[config.mk]
export PLATFORM = sky130hd
export DESIGN_NAME = openadc_core
export DESIGN_NICKNAME = d
export VERILOG_FILES = /design/src/hdl/openadc_pkg.sv /design/src/hdl/adc_front.sv /design/src/hdl/capture_buffer.sv /design/src/hdl/level_trigger.sv /design/src/hdl/openadc_core.sv /design/src/hdl/openadc_regs.sv
export SDC_FILE = /design/constraint.sdc
export NUM_CORES = 1
export LEC_CHECK = 0
export ABC_CLOCK_PERIOD_IN_PS = 5090
export BUFFER_PORTS_ARGS = -buffer_cell sky130_fd_sc_hd__buf_2
export CAP_MARGIN = 25
export CORE_MARGIN = 4
export CORE_UTILIZATION = 60
export CTS_BUF_LIST = sky130_fd_sc_hd__clkbuf_8 sky130_fd_sc_hd__clkbuf_16
export DETAILED_ROUTE_END_ITERATION = 8
export HOLD_SLACK_MARGIN = 0.02
export PLACE_DENSITY = 0.8
export SKIP_CTS_REPAIR_TIMING = 1
export SLEW_MARGIN = 10
export SYNTH_ARGS = -nofsm -noshare
export SYNTH_HDL_FRONTEND = slang
export SYNTH_SLANG_ARGS = --single-unit
[constraint.sdc]
create_clock -name clk_usb -period 5.09 [get_ports clk_usb]
set_clock_uncertainty 0.2 [all_clocks]
set_input_delay 0.7635 -clock clk_usb [delete_from_list [all_inputs] [get_ports clk_usb]]
set_output_delay 0.7635 -clock clk_usb [all_outputs]
set_load 0.1 [all_outputs]
[src/hdl/openadc_pkg.sv]
`default_nettype none

package openadc_pkg;

   localparam int SAMPLE_W   = 12;   // adc sample width
   localparam int BYTE_W     = 8;    // register data
   localparam int ADDR_W     = 8;    // register address
   localparam int LEN_W      = 16;   // capture length
   localparam int FIFO_DEPTH = 16;   // capture buffer entries
   localparam int FIFO_AW    = $clog2(FIFO_DEPTH);

   // register map, byte wide
   typedef enum logic [ADDR_W-1:0] {
      REG_GAIN    = 8'h00,
      REG_TRIG_LO = 8'h01,   // level bits 7:0
      REG_TRIG_HI = 8'h02,   // level bits 11:8 in low nibble
      REG_CTRL    = 8'h03,   // bit 0 source, bit 1 arm
      REG_LEN_LO  = 8'h04,
      REG_LEN_HI  = 8'h05,
      REG_STATUS  = 8'h06    // read only
   } reg_addr_e;

   // shared by trigger and capture control
   typedef enum logic [1:0] {
      CAP_IDLE  = 2'd0,
      CAP_ARMED = 2'd1,
      CAP_RUN   = 2'd2
   } cap_state_e;

   // bit positions in the status byte
   localparam int STATUS_ARMED          = 0;
   localparam int STATUS_CAPTURE_ACTIVE = 1;
   localparam int STATUS_TRIGGERED      = 2;
   localparam int STATUS_OVERFLOW       = 7;

   // control register bits
   localparam int CTRL_USE_ADC = 0;
   localparam int CTRL_ARM     = 1;

endpackage

`default_nettype wire

[src/hdl/adc_front.sv]
`default_nettype none

module adc_front (
   input  wire                               clk_usb,
   input  wire                               reset,
   input  wire [openadc_pkg::SAMPLE_W-1:0]   adc_data_i,
   input  wire                               adc_valid_i,
   input  wire                               use_adc_i,
   output logic [openadc_pkg::SAMPLE_W-1:0]  sample_o,
   output logic                              sample_valid_o
);

   logic [openadc_pkg::SAMPLE_W-1:0] pattern_cnt;   // counting test pattern
   logic [openadc_pkg::SAMPLE_W-1:0] stage1_data;
   logic                             stage1_valid;

   // one step per valid input, wraps at 4096
   always_ff @(posedge clk_usb) begin
      if (reset) begin
         pattern_cnt <= '0;
      end else if (adc_valid_i) begin
         pattern_cnt <= pattern_cnt + 1'b1;
      end
   end

   // stage 1: pick the source
   always_ff @(posedge clk_usb) begin
      if (adc_valid_i) begin
         stage1_data <= use_adc_i ? adc_data_i : pattern_cnt;
      end
   end

   // stage 2: resample, keeps the path short ahead of the compare
   always_ff @(posedge clk_usb) begin
      if (stage1_valid) begin
         sample_o <= stage1_data;
      end
   end

   always_ff @(posedge clk_usb) begin
      if (reset) begin
         stage1_valid   <= 1'b0;
         sample_valid_o <= 1'b0;
      end else begin
         stage1_valid   <= adc_valid_i;
         sample_valid_o <= stage1_valid;   // valid rides with the data
      end
   end

endmodule

`default_nettype wire

[src/hdl/capture_buffer.sv]
`default_nettype none

module capture_buffer (
   input  wire                               clk_usb,
   input  wire                               reset,
   input  wire [openadc_pkg::SAMPLE_W-1:0]   sample_i,
   input  wire                               sample_valid_i,
   input  wire                               trig_pulse_i,
   input  wire [openadc_pkg::LEN_W-1:0]      capture_len_i,
   input  wire                               arm_i,
   input  wire                               sample_ready_i,
   output logic [openadc_pkg::SAMPLE_W-1:0]  sample_o,
   output logic                              sample_valid_o,
   output logic                              capture_active_o,
   output logic                              overflow_o
);

   openadc_pkg::cap_state_e          state_q;
   logic [openadc_pkg::LEN_W-1:0]    remain_q;   // samples still to take
   logic [openadc_pkg::SAMPLE_W-1:0] mem [openadc_pkg::FIFO_DEPTH];
   logic [openadc_pkg::FIFO_AW-1:0]  wr_ptr;
   logic [openadc_pkg::FIFO_AW-1:0]  rd_ptr;
   logic [openadc_pkg::FIFO_AW:0]    fill;
   logic                             start;
   logic                             take;
   logic                             full;
   logic                             empty;
   logic                             wr_en;
   logic                             rd_en;

   assign start = sample_valid_i && trig_pulse_i && (state_q == openadc_pkg::CAP_IDLE);
   assign take  = start || (sample_valid_i && (state_q == openadc_pkg::CAP_RUN));
   assign full  = (fill == openadc_pkg::FIFO_DEPTH);
   assign empty = (fill == '0);
   assign wr_en = take && !full;
   assign rd_en = !empty && (!sample_valid_o || sample_ready_i);   // refill output reg

   assign capture_active_o = trig_pulse_i || (state_q == openadc_pkg::CAP_RUN);

   // length 0 and 1 both end on the trigger sample
   always_ff @(posedge clk_usb) begin
      if (reset) begin
         state_q  <= openadc_pkg::CAP_IDLE;
         remain_q <= '0;
      end else if (start) begin
         if (capture_len_i > 1) begin
            state_q  <= openadc_pkg::CAP_RUN;
            remain_q <= capture_len_i - 1'b1;
         end
      end else if ((state_q == openadc_pkg::CAP_RUN) && sample_valid_i) begin
         remain_q <= remain_q - 1'b1;
         if (remain_q == 1) begin
            state_q <= openadc_pkg::CAP_IDLE;   // last sample taken
         end
      end
   end

   always_ff @(posedge clk_usb) begin
      if (wr_en) begin
         mem[wr_ptr] <= sample_i;
      end
   end

   always_ff @(posedge clk_usb) begin
      if (reset) begin
         wr_ptr <= '0;
         rd_ptr <= '0;
         fill   <= '0;
      end else begin
         if (wr_en) wr_ptr <= wr_ptr + 1'b1;
         if (rd_en) rd_ptr <= rd_ptr + 1'b1;
         case ({wr_en, rd_en})
            2'b10:   fill <= fill + 1'b1;
            2'b01:   fill <= fill - 1'b1;
            default: fill <= fill;
         endcase
      end
   end

   // output register holds its value while stalled
   always_ff @(posedge clk_usb) begin
      if (rd_en) begin
         sample_o <= mem[rd_ptr];
      end
   end

   always_ff @(posedge clk_usb) begin
      if (reset) begin
         sample_valid_o <= 1'b0;
      end else if (rd_en) begin
         sample_valid_o <= 1'b1;
      end else if (sample_ready_i) begin
         sample_valid_o <= 1'b0;
      end
   end

   // a dropped sample sets the flag until re-armed
   always_ff @(posedge clk_usb) begin
      if (reset) begin
         overflow_o <= 1'b0;
      end else if (arm_i) begin
         overflow_o <= 1'b0;
      end else if (take && full) begin
         overflow_o <= 1'b1;
      end
   end

   a_no_write_full : assert property (@(posedge clk_usb) disable iff (reset)
      (fill <= openadc_pkg::FIFO_DEPTH) &&
      (fill[openadc_pkg::FIFO_AW-1:0] == (wr_ptr - rd_ptr)));

   a_hold_on_stall : assert property (@(posedge clk_usb) disable iff (reset)
      (sample_valid_o && !sample_ready_i) |=> (sample_valid_o && $stable(sample_o)));

endmodule

`default_nettype wire

[src/hdl/level_trigger.sv]
`default_nettype none

module level_trigger (
   input  wire                               clk_usb,
   input  wire                               reset,
   input  wire [openadc_pkg::SAMPLE_W-1:0]   sample_i,
   input  wire                               sample_valid_i,
   input  wire [openadc_pkg::SAMPLE_W-1:0]   trig_level_i,
   input  wire                               arm_i,
   output logic [openadc_pkg::SAMPLE_W-1:0]  sample_o,
   output logic                              sample_valid_o,
   output logic                              trig_pulse_o,
   output logic                              armed_o
);

   openadc_pkg::cap_state_e state_q;
   logic                    hit;
   logic                    fire;

   // level msb picks the direction, compare is strict
   always_comb begin
      if (trig_level_i[openadc_pkg::SAMPLE_W-1]) begin
         hit = (sample_i > trig_level_i);
      end else begin
         hit = (sample_i < trig_level_i);
      end
   end

   // an arm in this cycle restarts the wait for the next sample
   assign fire = (state_q == openadc_pkg::CAP_ARMED) && sample_valid_i && hit && !arm_i;

   always_ff @(posedge clk_usb) begin
      if (reset) begin
         state_q <= openadc_pkg::CAP_IDLE;
      end else if (arm_i) begin
         state_q <= openadc_pkg::CAP_ARMED;
      end else if (fire) begin
         state_q <= openadc_pkg::CAP_IDLE;   // one shot
      end
   end

   // third register stage, pulse lines up with its sample
   always_ff @(posedge clk_usb) begin
      sample_o <= sample_i;
   end

   always_ff @(posedge clk_usb) begin
      if (reset) begin
         sample_valid_o <= 1'b0;
         trig_pulse_o   <= 1'b0;
      end else begin
         sample_valid_o <= sample_valid_i;
         trig_pulse_o   <= fire;
      end
   end

   // drops the cycle after the pulse
   assign armed_o = (state_q == openadc_pkg::CAP_ARMED) || trig_pulse_o;

   a_single_pulse : assert property (@(posedge clk_usb) disable iff (reset)
      trig_pulse_o |=> !trig_pulse_o);

   a_pulse_on_sample : assert property (@(posedge clk_usb) disable iff (reset)
      trig_pulse_o |-> sample_valid_o);

endmodule

`default_nettype wire

[src/hdl/openadc_core.sv]
`default_nettype none

module openadc_core (
   input  wire                               clk_usb,
   input  wire                               reset,
   input  wire [openadc_pkg::SAMPLE_W-1:0]   adc_data_i,
   input  wire                               adc_valid_i,
   input  wire [openadc_pkg::ADDR_W-1:0]     reg_address_i,
   input  wire [openadc_pkg::BYTE_W-1:0]     reg_datai_i,
   input  wire                               reg_write_i,
   input  wire                               sample_ready_i,
   output wire [openadc_pkg::BYTE_W-1:0]     reg_datao_o,
   output wire [openadc_pkg::SAMPLE_W-1:0]   sample_o,
   output wire                               sample_valid_o,
   output wire                               trigger_o,
   output wire                               armed_o,
   output wire                               capture_active_o,
   output wire                               amp_gain_o
);

   wire [openadc_pkg::SAMPLE_W-1:0] front_sample;
   wire                             front_valid;
   wire [openadc_pkg::SAMPLE_W-1:0] trig_sample;
   wire                             trig_valid;
   wire [openadc_pkg::SAMPLE_W-1:0] trig_level;
   wire [openadc_pkg::LEN_W-1:0]    capture_len;
   wire                             use_adc;
   wire                             arm_pulse;
   wire                             overflow;

   adc_front u_adc_front (
      .clk_usb        (clk_usb),
      .reset          (reset),
      .adc_data_i     (adc_data_i),
      .adc_valid_i    (adc_valid_i),
      .use_adc_i      (use_adc),
      .sample_o       (front_sample),
      .sample_valid_o (front_valid)
   );

   level_trigger u_level_trigger (
      .clk_usb        (clk_usb),
      .reset          (reset),
      .sample_i       (front_sample),
      .sample_valid_i (front_valid),
      .trig_level_i   (trig_level),
      .arm_i          (arm_pulse),
      .sample_o       (trig_sample),
      .sample_valid_o (trig_valid),
      .trig_pulse_o   (trigger_o),
      .armed_o        (armed_o)
   );

   capture_buffer u_capture_buffer (
      .clk_usb          (clk_usb),
      .reset            (reset),
      .sample_i         (trig_sample),
      .sample_valid_i   (trig_valid),
      .trig_pulse_i     (trigger_o),
      .capture_len_i    (capture_len),
      .arm_i            (arm_pulse),
      .sample_ready_i   (sample_ready_i),
      .sample_o         (sample_o),
      .sample_valid_o   (sample_valid_o),
      .capture_active_o (capture_active_o),
      .overflow_o       (overflow)
   );

   openadc_regs u_openadc_regs (
      .clk_usb          (clk_usb),
      .reset            (reset),
      .reg_address_i    (reg_address_i),
      .reg_datai_i      (reg_datai_i),
      .reg_write_i      (reg_write_i),
      .armed_i          (armed_o),
      .capture_active_i (capture_active_o),
      .triggered_i      (trigger_o),
      .overflow_i       (overflow),
      .reg_datao_o      (reg_datao_o),
      .trig_level_o     (trig_level),
      .use_adc_o        (use_adc),
      .capture_len_o    (capture_len),
      .arm_o            (arm_pulse),
      .amp_gain_o       (amp_gain_o)
   );

endmodule

`default_nettype wire

[src/hdl/openadc_regs.sv]
`default_nettype none

module openadc_regs (
   input  wire                               clk_usb,
   input  wire                               reset,
   input  wire [openadc_pkg::ADDR_W-1:0]     reg_address_i,
   input  wire [openadc_pkg::BYTE_W-1:0]     reg_datai_i,
   input  wire                               reg_write_i,
   input  wire                               armed_i,
   input  wire                               capture_active_i,
   input  wire                               triggered_i,
   input  wire                               overflow_i,
   output logic [openadc_pkg::BYTE_W-1:0]    reg_datao_o,
   output logic [openadc_pkg::SAMPLE_W-1:0]  trig_level_o,
   output logic                              use_adc_o,
   output logic [openadc_pkg::LEN_W-1:0]     capture_len_o,
   output logic                              arm_o,
   output logic                              amp_gain_o
);

   openadc_pkg::reg_addr_e addr;
   logic [openadc_pkg::BYTE_W-1:0]                     gain_q;
   logic [openadc_pkg::BYTE_W-1:0]                     trig_lo_q;
   logic [openadc_pkg::SAMPLE_W-openadc_pkg::BYTE_W-1:0] trig_hi_q;
   logic [openadc_pkg::BYTE_W-1:0]                     len_lo_q;
   logic [openadc_pkg::BYTE_W-1:0]                     len_hi_q;
   logic                                               triggered_q;
   logic [openadc_pkg::BYTE_W-1:0]                     status;
   logic [openadc_pkg::BYTE_W-1:0]                     rd_mux;
   logic [openadc_pkg::BYTE_W:0]                       pwm_acc;   // msb is the carry

   assign addr = openadc_pkg::reg_addr_e'(reg_address_i);

   always_ff @(posedge clk_usb) begin
      if (reset) begin
         gain_q    <= '0;
         trig_lo_q <= '0;
         trig_hi_q <= '0;
         use_adc_o <= 1'b0;
         len_lo_q  <= '0;
         len_hi_q  <= '0;
         arm_o     <= 1'b0;
      end else begin
         arm_o <= 1'b0;   // single cycle pulse
         if (reg_write_i) begin
            case (addr)
               openadc_pkg::REG_GAIN:    gain_q    <= reg_datai_i;
               openadc_pkg::REG_TRIG_LO: trig_lo_q <= reg_datai_i;
               openadc_pkg::REG_TRIG_HI:
                  trig_hi_q <= reg_datai_i[openadc_pkg::SAMPLE_W-openadc_pkg::BYTE_W-1:0];
               openadc_pkg::REG_CTRL: begin
                  use_adc_o <= reg_datai_i[openadc_pkg::CTRL_USE_ADC];
                  arm_o     <= reg_datai_i[openadc_pkg::CTRL_ARM];
               end
               openadc_pkg::REG_LEN_LO:  len_lo_q  <= reg_datai_i;
               openadc_pkg::REG_LEN_HI:  len_hi_q  <= reg_datai_i;
               default: ;   // status is read only
            endcase
         end
      end
   end

   assign trig_level_o  = {trig_hi_q, trig_lo_q};
   assign capture_len_o = {len_hi_q, len_lo_q};

   // set by the trigger, cleared by the next arm
   always_ff @(posedge clk_usb) begin
      if (reset) begin
         triggered_q <= 1'b0;
      end else if (triggered_i) begin
         triggered_q <= 1'b1;
      end else if (arm_o) begin
         triggered_q <= 1'b0;
      end
   end

   always_comb begin
      status = '0;
      status[openadc_pkg::STATUS_ARMED]          = armed_i;
      status[openadc_pkg::STATUS_CAPTURE_ACTIVE] = capture_active_i;
      status[openadc_pkg::STATUS_TRIGGERED]      = triggered_q;
      status[openadc_pkg::STATUS_OVERFLOW]       = overflow_i;
   end

   always_comb begin
      case (addr)
         openadc_pkg::REG_GAIN:    rd_mux = gain_q;
         openadc_pkg::REG_TRIG_LO: rd_mux = trig_lo_q;
         openadc_pkg::REG_TRIG_HI: rd_mux = {{(2*openadc_pkg::BYTE_W-openadc_pkg::SAMPLE_W){1'b0}},
                                             trig_hi_q};
         openadc_pkg::REG_CTRL:    rd_mux = {{(openadc_pkg::BYTE_W-1){1'b0}}, use_adc_o};
         openadc_pkg::REG_LEN_LO:  rd_mux = len_lo_q;
         openadc_pkg::REG_LEN_HI:  rd_mux = len_hi_q;
         openadc_pkg::REG_STATUS:  rd_mux = status;
         default:                  rd_mux = '0;
      endcase
   end

   always_ff @(posedge clk_usb) begin
      if (reset) reg_datao_o <= '0;
      else       reg_datao_o <= rd_mux;
   end

   // carry rate is gain/256
   always_ff @(posedge clk_usb) begin
      if (reset) pwm_acc <= '0;
      else       pwm_acc <= {1'b0, pwm_acc[openadc_pkg::BYTE_W-1:0]} + {1'b0, gain_q};
   end

   assign amp_gain_o = pwm_acc[openadc_pkg::BYTE_W];

endmodule

`default_nettype wire

Yosys cells after proc, flatten, opt, wreduce, memory -nomap -nowiden
Memory sizes are Yosys's and may differ from the RTL's. A register that Yosys moved wholly into a read port is not among the register bits.
Cells that the tools add are included.
Operators by class
  eq/ne operators: 12
  reductions and logical operators: 36
  $lt $le $gt $ge: 3
  $add $sub $neg: 8
  bitwise gates (word level): 2
  mux-type cells: 19
Operators by type and width (number)
  8-bit case mux with 7 select lines: 1
  16-bit two-way mux: 3
  16-bit by 1-bit subtractor with 16-bit output, second input constant: 2
  8-bit by 3-bit == test with 1-bit output, second input constant: 3
  16-bit by 1-bit == test with 1-bit output, second input constant: 1
  8-bit by 2-bit == test with 1-bit output, second input constant: 2
  16-bit by 1-bit > comparator with 1-bit output, second input constant: 1
  2-bit AND reduction: 7
  12-bit by 1-bit adder with 12-bit output, second input constant: 1
  12-bit > comparator: 1
  12-bit less-than comparator: 1
  12-bit two-way mux: 1
  2-bit nonzero test: 6
  5-bit case mux with 2 select lines: 1
  8-bit by 8-bit adder with 9-bit output: 1
  1-bit logical AND: 9
  1-bit two-way mux: 9
  4-bit by 1-bit adder with 4-bit output, second input constant: 2
  8-bit by 1-bit == test with 1-bit output, second input constant: 1
  8-bit zero test: 1
  2-bit two-way mux: 4
  5-bit by 1-bit adder with 5-bit output, second input constant: 1
  5-bit == test, second input constant: 1
  5-bit zero test: 1
  11 further kinds: 19
Storage, ports and cells
  memory bits (writable): 192
  register bits: 142
  input bits: 33
  memories kept: 1
  logic and storage cells: 107
  output and inout port bits: 25
Memory list
  u_capture_buffer.mem: words 16, width 12, read ports 1, clocked after Yosys merged registers in 1, write ports 1, line capture_buffer.sv:20  | logic [openadc_pkg::SAMPLE_W-1:0] mem [openadc_pkg::FIFO_DEPTH];

Depth between registers and ports, before layout
Gate-level depths: netlist of the first run.
  depth in word-level cells: 6
  mapped depth: 11
  depth with buffers taken out: 10

Modules after synthesis
From an unflattened synthesis of the first run, not the netlist that was laid out.
Unflattened totals
  cells, all modules: 1001
  area, all modules: 14397.6 um2
Modules (own cells, without submodules)
  capture_buffer: seq. area each 6766.5 um2, area an instance 9743.1 um2, cells each 579, instances 1
  openadc_regs: seq. area each 1121.1 um2, area an instance 2537.4 um2, cells each 252, instances 1
  adc_front: seq. area each 1001.0 um2, area an instance 1447.6 um2, cells each 103, instances 1
  level_trigger: seq. area each 300.3 um2, area an instance 669.4 um2, cells each 67, instances 1

Worst setup path after synthesis of the first run
No wires, ideal clock.
  path kind: register to register
  start point: register u_capture_buffer.sample_valid_o
  end point: register u_capture_buffer.fill[4] (netlist name)
  required time: 4.820 ns
  path buffers: 0
  clock period less this slack: 3.584 ns
  setup slack: 1.506 ns
  stages on the path, launching flop included: 10
  setup time: 0.070 ns
  data arrival time: 3.314 ns
  cell sequence: dfxtp_1 -> nor2b_1 -> a21oi_1 -> ha_1 -> ha_1 -> a21o_1 -> a21oi_1 -> xor2_1 -> or3_1 -> a21oi_1
Between the ends
  word-level cells in the longest chain between the ends: 5
  elaborated cells on any way between the ends: 7
  those cells by class: eq/ne: 2; mux: 1; reduce/logical: 4
Ends and longest elaborated chain
  start: declaration: line capture_buffer.sv:13  | output logic sample_valid_o,
  start signal: assignment: line capture_buffer.sv:89  | sample_valid_o <= 1'b0;
  start signal: assignment: line capture_buffer.sv:91  | sample_valid_o <= 1'b1;
  start signal: assignment: line capture_buffer.sv:93  | sample_valid_o <= 1'b0;
  1-bit zero test *: line capture_buffer.sv:36  | assign rd_en = !empty && (!sample_valid_o || sample_ready_i);
  1-bit logical OR *: line capture_buffer.sv:36
  1-bit logical AND *: line capture_buffer.sv:36
  named net u_capture_buffer.rd_en: line capture_buffer.sv:29  | logic rd_en;
  2-bit by 1-bit == test with 1-bit output or 2-bit == test (tied branches): line capture_buffer.sv:72  | case ({wr_en, rd_en})
  5-bit case mux with 2 select lines or 2-bit nonzero test (tied branches)
  end signal: assignment: line capture_buffer.sv:73  | 2'b10: fill <= fill + 1'b1;
  end signal: assignment: line capture_buffer.sv:74  | 2'b01: fill <= fill - 1'b1;
  end signal: assignment: line capture_buffer.sv:75  | default: fill <= fill;
  end: declaration: line capture_buffer.sv:23  | logic [openadc_pkg::FIFO_AW:0] fill;
The timed path passes the listed nets; every way through them passes the cells marked *.
A chain may end at the register's enable or synchronous reset.

Worst setup path after layout of the first run
  start point: register u_capture_buffer.fill[0] (netlist name)
  end point: register u_capture_buffer.fill[4] (netlist name)
Between the ends
  word-level cells in the longest chain between the ends: 5
  elaborated cells on any way between the ends: 12
  those cells by class: add/sub: 2; eq/ne: 3; mux: 1; reduce/logical: 6
Ends and longest elaborated chain (line)
  5-bit == test or 5-bit zero test (tied branches): capture_buffer.sv:33, capture_buffer.sv:34
  1-bit zero test, on equally long branches: capture_buffer.sv:35, capture_buffer.sv:36
  1-bit logical AND, on equally long branches: capture_buffer.sv:35, capture_buffer.sv:36
  2-bit by 1-bit == test with 1-bit output or 2-bit == test (tied branches): capture_buffer.sv:72
  5-bit case mux with 2 select lines or 2-bit nonzero test (tied branches)
Several ways; a longest one is shown, not always the timed one.

==> results of run 1 <==
==> registers in the layout (all words and copies together), names as in the netlist, 9 cells and up <==
name,cells
u_capture_buffer.mem,192
u_adc_front.stage1_data,12
u_capture_buffer.sample_o,12
u_adc_front.sample_o,12
u_openadc_regs.pwm_acc,9
u_capture_buffer.remain_q,16
u_level_trigger.sample_o,12
u_adc_front.pattern_cnt,12
==> final timing paths <==
path / endpoint / slack (ps) / cells past startpoint
hold / removal: u_level_trigger.sample_o[0]$_DFF_P_ / 180 / 0
hold reg to reg: u_level_trigger.sample_o[0]$_DFF_P_ / 180 / 0
setup / recovery: u_capture_buffer.fill[4]$_SDFFE_PP0P_ / 1730 / 10
setup reg to reg: u_capture_buffer.fill[4]$_SDFFE_PP0P_ / 1730 / 10
==> power breakdown <==
part           switching (uW)  internal (uW)  total, uW
clock                    1060           1440       2500
sequential               45.2           3010       3060
combinational             241            164        405
==> layer usage <==
layer  global-route usage, %  vias to the layer above
met5                       0                        -
met1                    32.6                     4285
met2                    42.7                      404
li1                        -                     4003
met3                    3.72                       67
met4                    7.43                        0
==> cell families (layout without fill, tap and decap cells) <==
kind of cell             count (synthesis)  count (layout)  synth area share [%]
AO/OA/AOI/OAI                          126             126                  5.85
XOR/XNOR                                35              35                  2.13
adder cells (fa/ha/maj)                 36              36                  3.24
buffers and inverters                   85             176                  2.29
flip-flops                             345             345                  63.9
multiplexers                           110             110                  13.1
AND/OR/NAND/NOR                        277             277                  9.44
==> per-stage QoR <==
stage	hold WS [ps]	instances	area, sq um	setup slack, ps	power [uW]
2_1_floorplan	148	1014	14400	1510	3420
3_3_place_gp	176	1358	15100	1830	3500
3_5_place_dp	179	1358	15100	1730	3510
4_1_cts	189	1422	16200	1720	6000
5_1_grt	201	1424	16200	1480	6160
6_report	182	1424	16200	1730	5970
==> critical path, cell delays in order (launching register included) <==
cell and delay [ps]:
dfxtp_1 360, nor4_1 710, a21oi_1 410, inv_1 130
ha_1 290, ha_1 320, a21o_1 170, a21oi_1 160
xor2_1 90, or3_1 310, a21oi_1 140
==> placed cells by master (no fill, tap or decap), types with 18 or more instances in the layout <==
cell,n
nand2_1,52
mux2i_1,28
a21oi_1,45
mux2_2,21
ha_1,34
o21ai_0,18
dfxtp_1,115
edfxtp_1,228
buf_4,22
buf_2,57
xor2_1,20
inv_1,40
mux4_2,61
nor2_1,100
nand3_1,29
clkbuf_16,36
==> layout make-up <==
class	instances	area [sq um]
tap	319	399
inverter	31	116
clock inverter	28	220
fill	1605	7330
multi-input combinational	584	4890
timing repair buffer	81	493
clock buffer	36	901
sequential	345	9190
==> impl_metrics.ini, run 1 <==
[synth]
syn_inst = 1014
ys_ff_latch = 345
yosysMostFrequentCell = edfxtp_1
synth.largest_area_cell = edfxtp_1
synth_top_cell_area_share_pct = 47.6
synth_area_sq_um = 14400
synth_warnings = 0
synth_area_leaders = edfxtp_1 48%, dfxtp_1 16%, mux4_2 9.6%, ha_1 3.0%, nor2_1 2.6%
synth_cell_types = 67
ys.flop_type = edfxtp_1
synth-seq-area-share_pct = 63.9
syn_avg_cell_area_sq_um = 14.2
synth_edf_count = 228
synth-async-reset-ratio_pct = 0
synth_common_cells = 228 x edfxtp_1, 117 x dfxtp_1, 100 x nor2_1
synth_fp_nets = 1083

[sta]
rsz0062_at_grt = no
finalSetupTns_ps = 0
finalSetupViolCount = 0
slew_headroom_pct = 30.9
final.min_clock_period_ps = 3360
slew_viol_final = 0
max_slew.worst_pin.slew_ps = 1040
max_freq_mhz = 297
timing.final.crit_share_pct = 66.0
hold_viol_final = 0

[drt]
route.vias.total = 8759
route.met2.wl_microns = 16600
dr.pass1.iters = 6
ant_nets = 0
dr.max_layer_used = met4
drc = 0
routed-wl-met3_microns = 2140
wl_per_cell_microns = 22.5
viasPerCell = 6.15
drt_iter0_markers = 932
wl_met1_microns = 12600
wirelength_microns = 32100

[global_route]
grt_max_degree = 92
grt_pass1_vias = 8969
antenna_found_initial = 0
grt_use_total_pct = 24.6
grt_pass1_wl_microns = 50400
grt.overflow.total = 0

[pwr]
power_leakage_uw = 0.00572
p_per_area_nw_per_um2 = 368
ir_drop_mv = 0.266

[clocking]
ctsLongestPathBuffers = 3
cts_tree = built
htree_levels = 2
cts_buffers = 35
clk_pin_slew_worst_paths_ps = 60
cts_root_buf = clkbuf_16
clock_sinks = 345
insertion_delay_ps = 530

[floorplan]
die_y_microns = 163
io_pins = 58
core_area_sq_um = 23500
die_area_sq_um = 26500
die_w_microns = 163
start_util_pct = 61.1
num_rows = 56

[place]
portBuffers = 57
dp_hpwl_microns = 18900
place.gp.congestion = 0.858

[finish]
drive_gt1_share_pct = 21.1
nets = 1147
finish.utilization_pct = 68.9
diodes = 0
syn_to_final_growth_pct = 12.8

[critical_path]
critPathArrivalTime_ps = 3600
crit_type = reg -> reg
end_kind = register
cp-start-kind = register
cp_max_fo = 9
critPathLaunch = u_capture_buffer.fill[0]$_SDFFE_PP0P_
r2r-start = u_capture_buffer.fill[0]$_SDFFE_PP0P_
critPathRequiredTime_ps = 5320

[flow_run]
max_cap_viol_count = 0

[worst_hold_path]
min_from = u_adc_front.sample_o[0]$_DFFE_PP_
min_path_type = reg -> reg

[run_status]
status = complete, no violations
Note: power is estimated with default switching activity, not from simulation.
==> run 2: changes to the inputs <==
--- a/config.mk
+++ b/config.mk
@@ -5,7 +5,7 @@
 export SDC_FILE = /design/constraint.sdc
 export NUM_CORES = 1
 export LEC_CHECK = 0
-export ABC_CLOCK_PERIOD_IN_PS = 5090
+export ABC_CLOCK_PERIOD_IN_PS = 3250
 export BUFFER_PORTS_ARGS = -buffer_cell sky130_fd_sc_hd__buf_2
 export CAP_MARGIN = 25
 export CORE_MARGIN = 4
==> constraint.sdc (replaced) <==
create_clock -name clk_usb -period 3.25 [get_ports clk_usb]
set_clock_uncertainty 0.2 [all_clocks]
set_input_delay 0.4875 -clock clk_usb [delete_from_list [all_inputs] [get_ports clk_usb]]
set_output_delay 0.4875 -clock clk_usb [all_outputs]
set_load 0.1 [all_outputs]
==> run 2 against run 1 <==
  * Non-clock buffer count grew 7
  * Clock power grew 61%
  * Register-to-register slack lost 1400 ps
  * Via count shrank 0.64%
  * Die area is the same
  * Largest cell class unchanged
==> impl_metrics.ini, run 2 (synthesized netlist as in run 1, its figures left out) <==
[floorplan]
start_util_pct = 61.1
io_pins = 58
num_rows = 56
die_y_microns = 163
core_area_sq_um = 23500
die_w_microns = 163
die_area_sq_um = 26500

[sta]
max_freq_mhz = 342
timing.final.crit_share_pct = 89.9
rsz0062_at_grt = no
final.min_clock_period_ps = 2920
max_slew.worst_pin.slew_ps = 846
finalSetupViolCount = 0
slew_headroom_pct = 43.1
finalSetupTns_ps = 0
fin_hold_ws_ps = 78.2
slew_viol_final = 0
hold_viol_final = 0

[clocking]
ctsLongestPathBuffers = 3
cts_root_buf = clkbuf_16
cts_tree = built
insertion_delay_ps = 520
htree_levels = 2
clock_sinks = 345
cts_buffers = 35
clk_pin_slew_worst_paths_ps = 60

[critical_path]
critPathArrivalTime_ps = 3160
end_kind = register
r2r_end = u_capture_buffer.fill[4]$_SDFFE_PP0P_
cp_max_fo = 5
r2r_cells = 10
r2r-start = u_capture_buffer.fill[0]$_SDFFE_PP0P_
cp-start-kind = register
critPathRequiredTime_ps = 3490
ff2ff_setup_slack_ps = 330
crit_type = reg -> reg

[finish]
syn_to_final_growth_pct = 13.7
diodes = 0
final_cell_mix = 228 x edfxtp_1, 114 x dfxtp_1, 100 x nor2_1, 61 x mux4_2, 56 x buf_2
largest_reg_flops = 192
largest_register = u_capture_buffer.mem
nets = 1154
reg.largest.list = u_capture_buffer.mem (192), u_capture_buffer.remain_q (16)
layout_commonest_cell = edfxtp_1
instances_no_fill = 1431
drive_gt1_share_pct = 22.2

[flow_run]
max_cap_viol_count = 0

[drt]
viasPerCell = 6.08
drc = 0
ant_nets = 0
wirelength_microns = 31200
route.vias.total = 8703
dr.pass1.iters = 5
drt_iter0_markers = 840
wl_per_cell_microns = 21.8

[pwr]
power_leakage_uw = 0.00576
switching_share_pct = 22.2
p_clk_share_pct = 42.5
internal_power_uw = 7370
ir_drop_mv = 0.373
seqPwrFrac_pct = 50.6
p_comb_share_pct = 6.9
p_switching_uw = 2100
p_per_area_nw_per_um2 = 580

[global_route]
grt_use_total_pct = 24.2
grt.overflow.total = 0
grt_pass1_vias = 8811
antenna_found_initial = 0
grt_pass1_wl_microns = 49700
grt_max_degree = 49

[worst_hold_path]
min_from = adc_data_i[11]
min_to = u_adc_front.stage1_data[11]$_DFFE_PP_
whs_path_depth = 2
min_path_type = in -> reg

[place]
place.gp.congestion = 0.880
portBuffers = 57
dp_hpwl_microns = 20300
placed_cells = 1364

[run_status]
status = complete, no violations
## run 2: cell count changes in the layout (fill, tap and decap cells not counted), sizes merged
cell	previous run	this run
inv	42	36
clkbuf	36	41
clkinvlp	1	2
buf	81	88
## run 2: how the worst max path moves through the flow
stage | start | cells past startpoint | slack [ps] | to
finish | u_capture_buffer.fill[0]$_SDFFE_PP0P_ | 10 | 330 | u_capture_buffer.fill[4]$_SDFFE_PP0P_
global route | u_capture_buffer.fill[0]$_SDFFE_PP0P_ | 10 | 130 | u_capture_buffer.fill[4]$_SDFFE_PP0P_
CTS | u_capture_buffer.fill[0]$_SDFFE_PP0P_ | 10 | 330 | u_capture_buffer.fill[4]$_SDFFE_PP0P_
detailed placement | reg_address_i[5] | 6 | 300 | u_openadc_regs.trig_lo_q[6]$_SDFFE_PP0P_
global placement | reg_address_i[5] | 6 | 340 | u_openadc_regs.trig_lo_q[0]$_SDFFE_PP0P_
floorplan | u_capture_buffer.sample_valid_o$_SDFFE_PP0P_ | 9 | 30 | u_capture_buffer.fill[4]$_SDFFE_PP0P_
## run 2: final cells by class
cell class / count / area, sq um
flip-flops and latches: 345 / 9200
fillers: 1604 / 7200
multi-input cells: 584 / 4890
clock buffers: 41 / 970
repair buffers: 88 / 564
well taps: 319 / 399
clock inverters: 23 / 206
inverters: 31 / 116
## run 2: power groups by stage
stage | Clock (uW) | Sequential, uW | Combinational [uW]
after floorplan | 0 | 4990 | 370
after global placement | 0 | 4880 | 635
after detailed placement | 0 | 4890 | 649
after CTS | 4080 | 4790 | 662
after global routing | 4290 | 4800 | 699
final | 4030 | 4790 | 654
## run 2: through the flow
stage,area [sq um],power (uW),utilization [%],setup slack (ps)
global route,16300,9790,69.4,132
detailed placement,15100,5540,64.3,297
floorplan,14400,5360,-,28.0
finish,16300,9470,69.4,328
CTS,16300,9540,69.3,329
global placement,15100,5520,64.1,340
## run 2: critical path, cell delays in order (launching register included)
cell and delay (ps):
dfxtp_1 360, nor4_1 390, buf_4 200, a21oi_2 60, ha_1 290, fa_1 440
a21o_1 210, a21oi_1 180, xor2_1 90, or3_1 310, a21oi_1 130
## run 2: per-layer routing
metal | track usage [%] | wire length [microns]
met5 | 0 | 0
met4 | 5.72 | 578
met3 | 3.72 | 1780
met2 | 42.1 | 16000
met1 | 32.5 | 12900
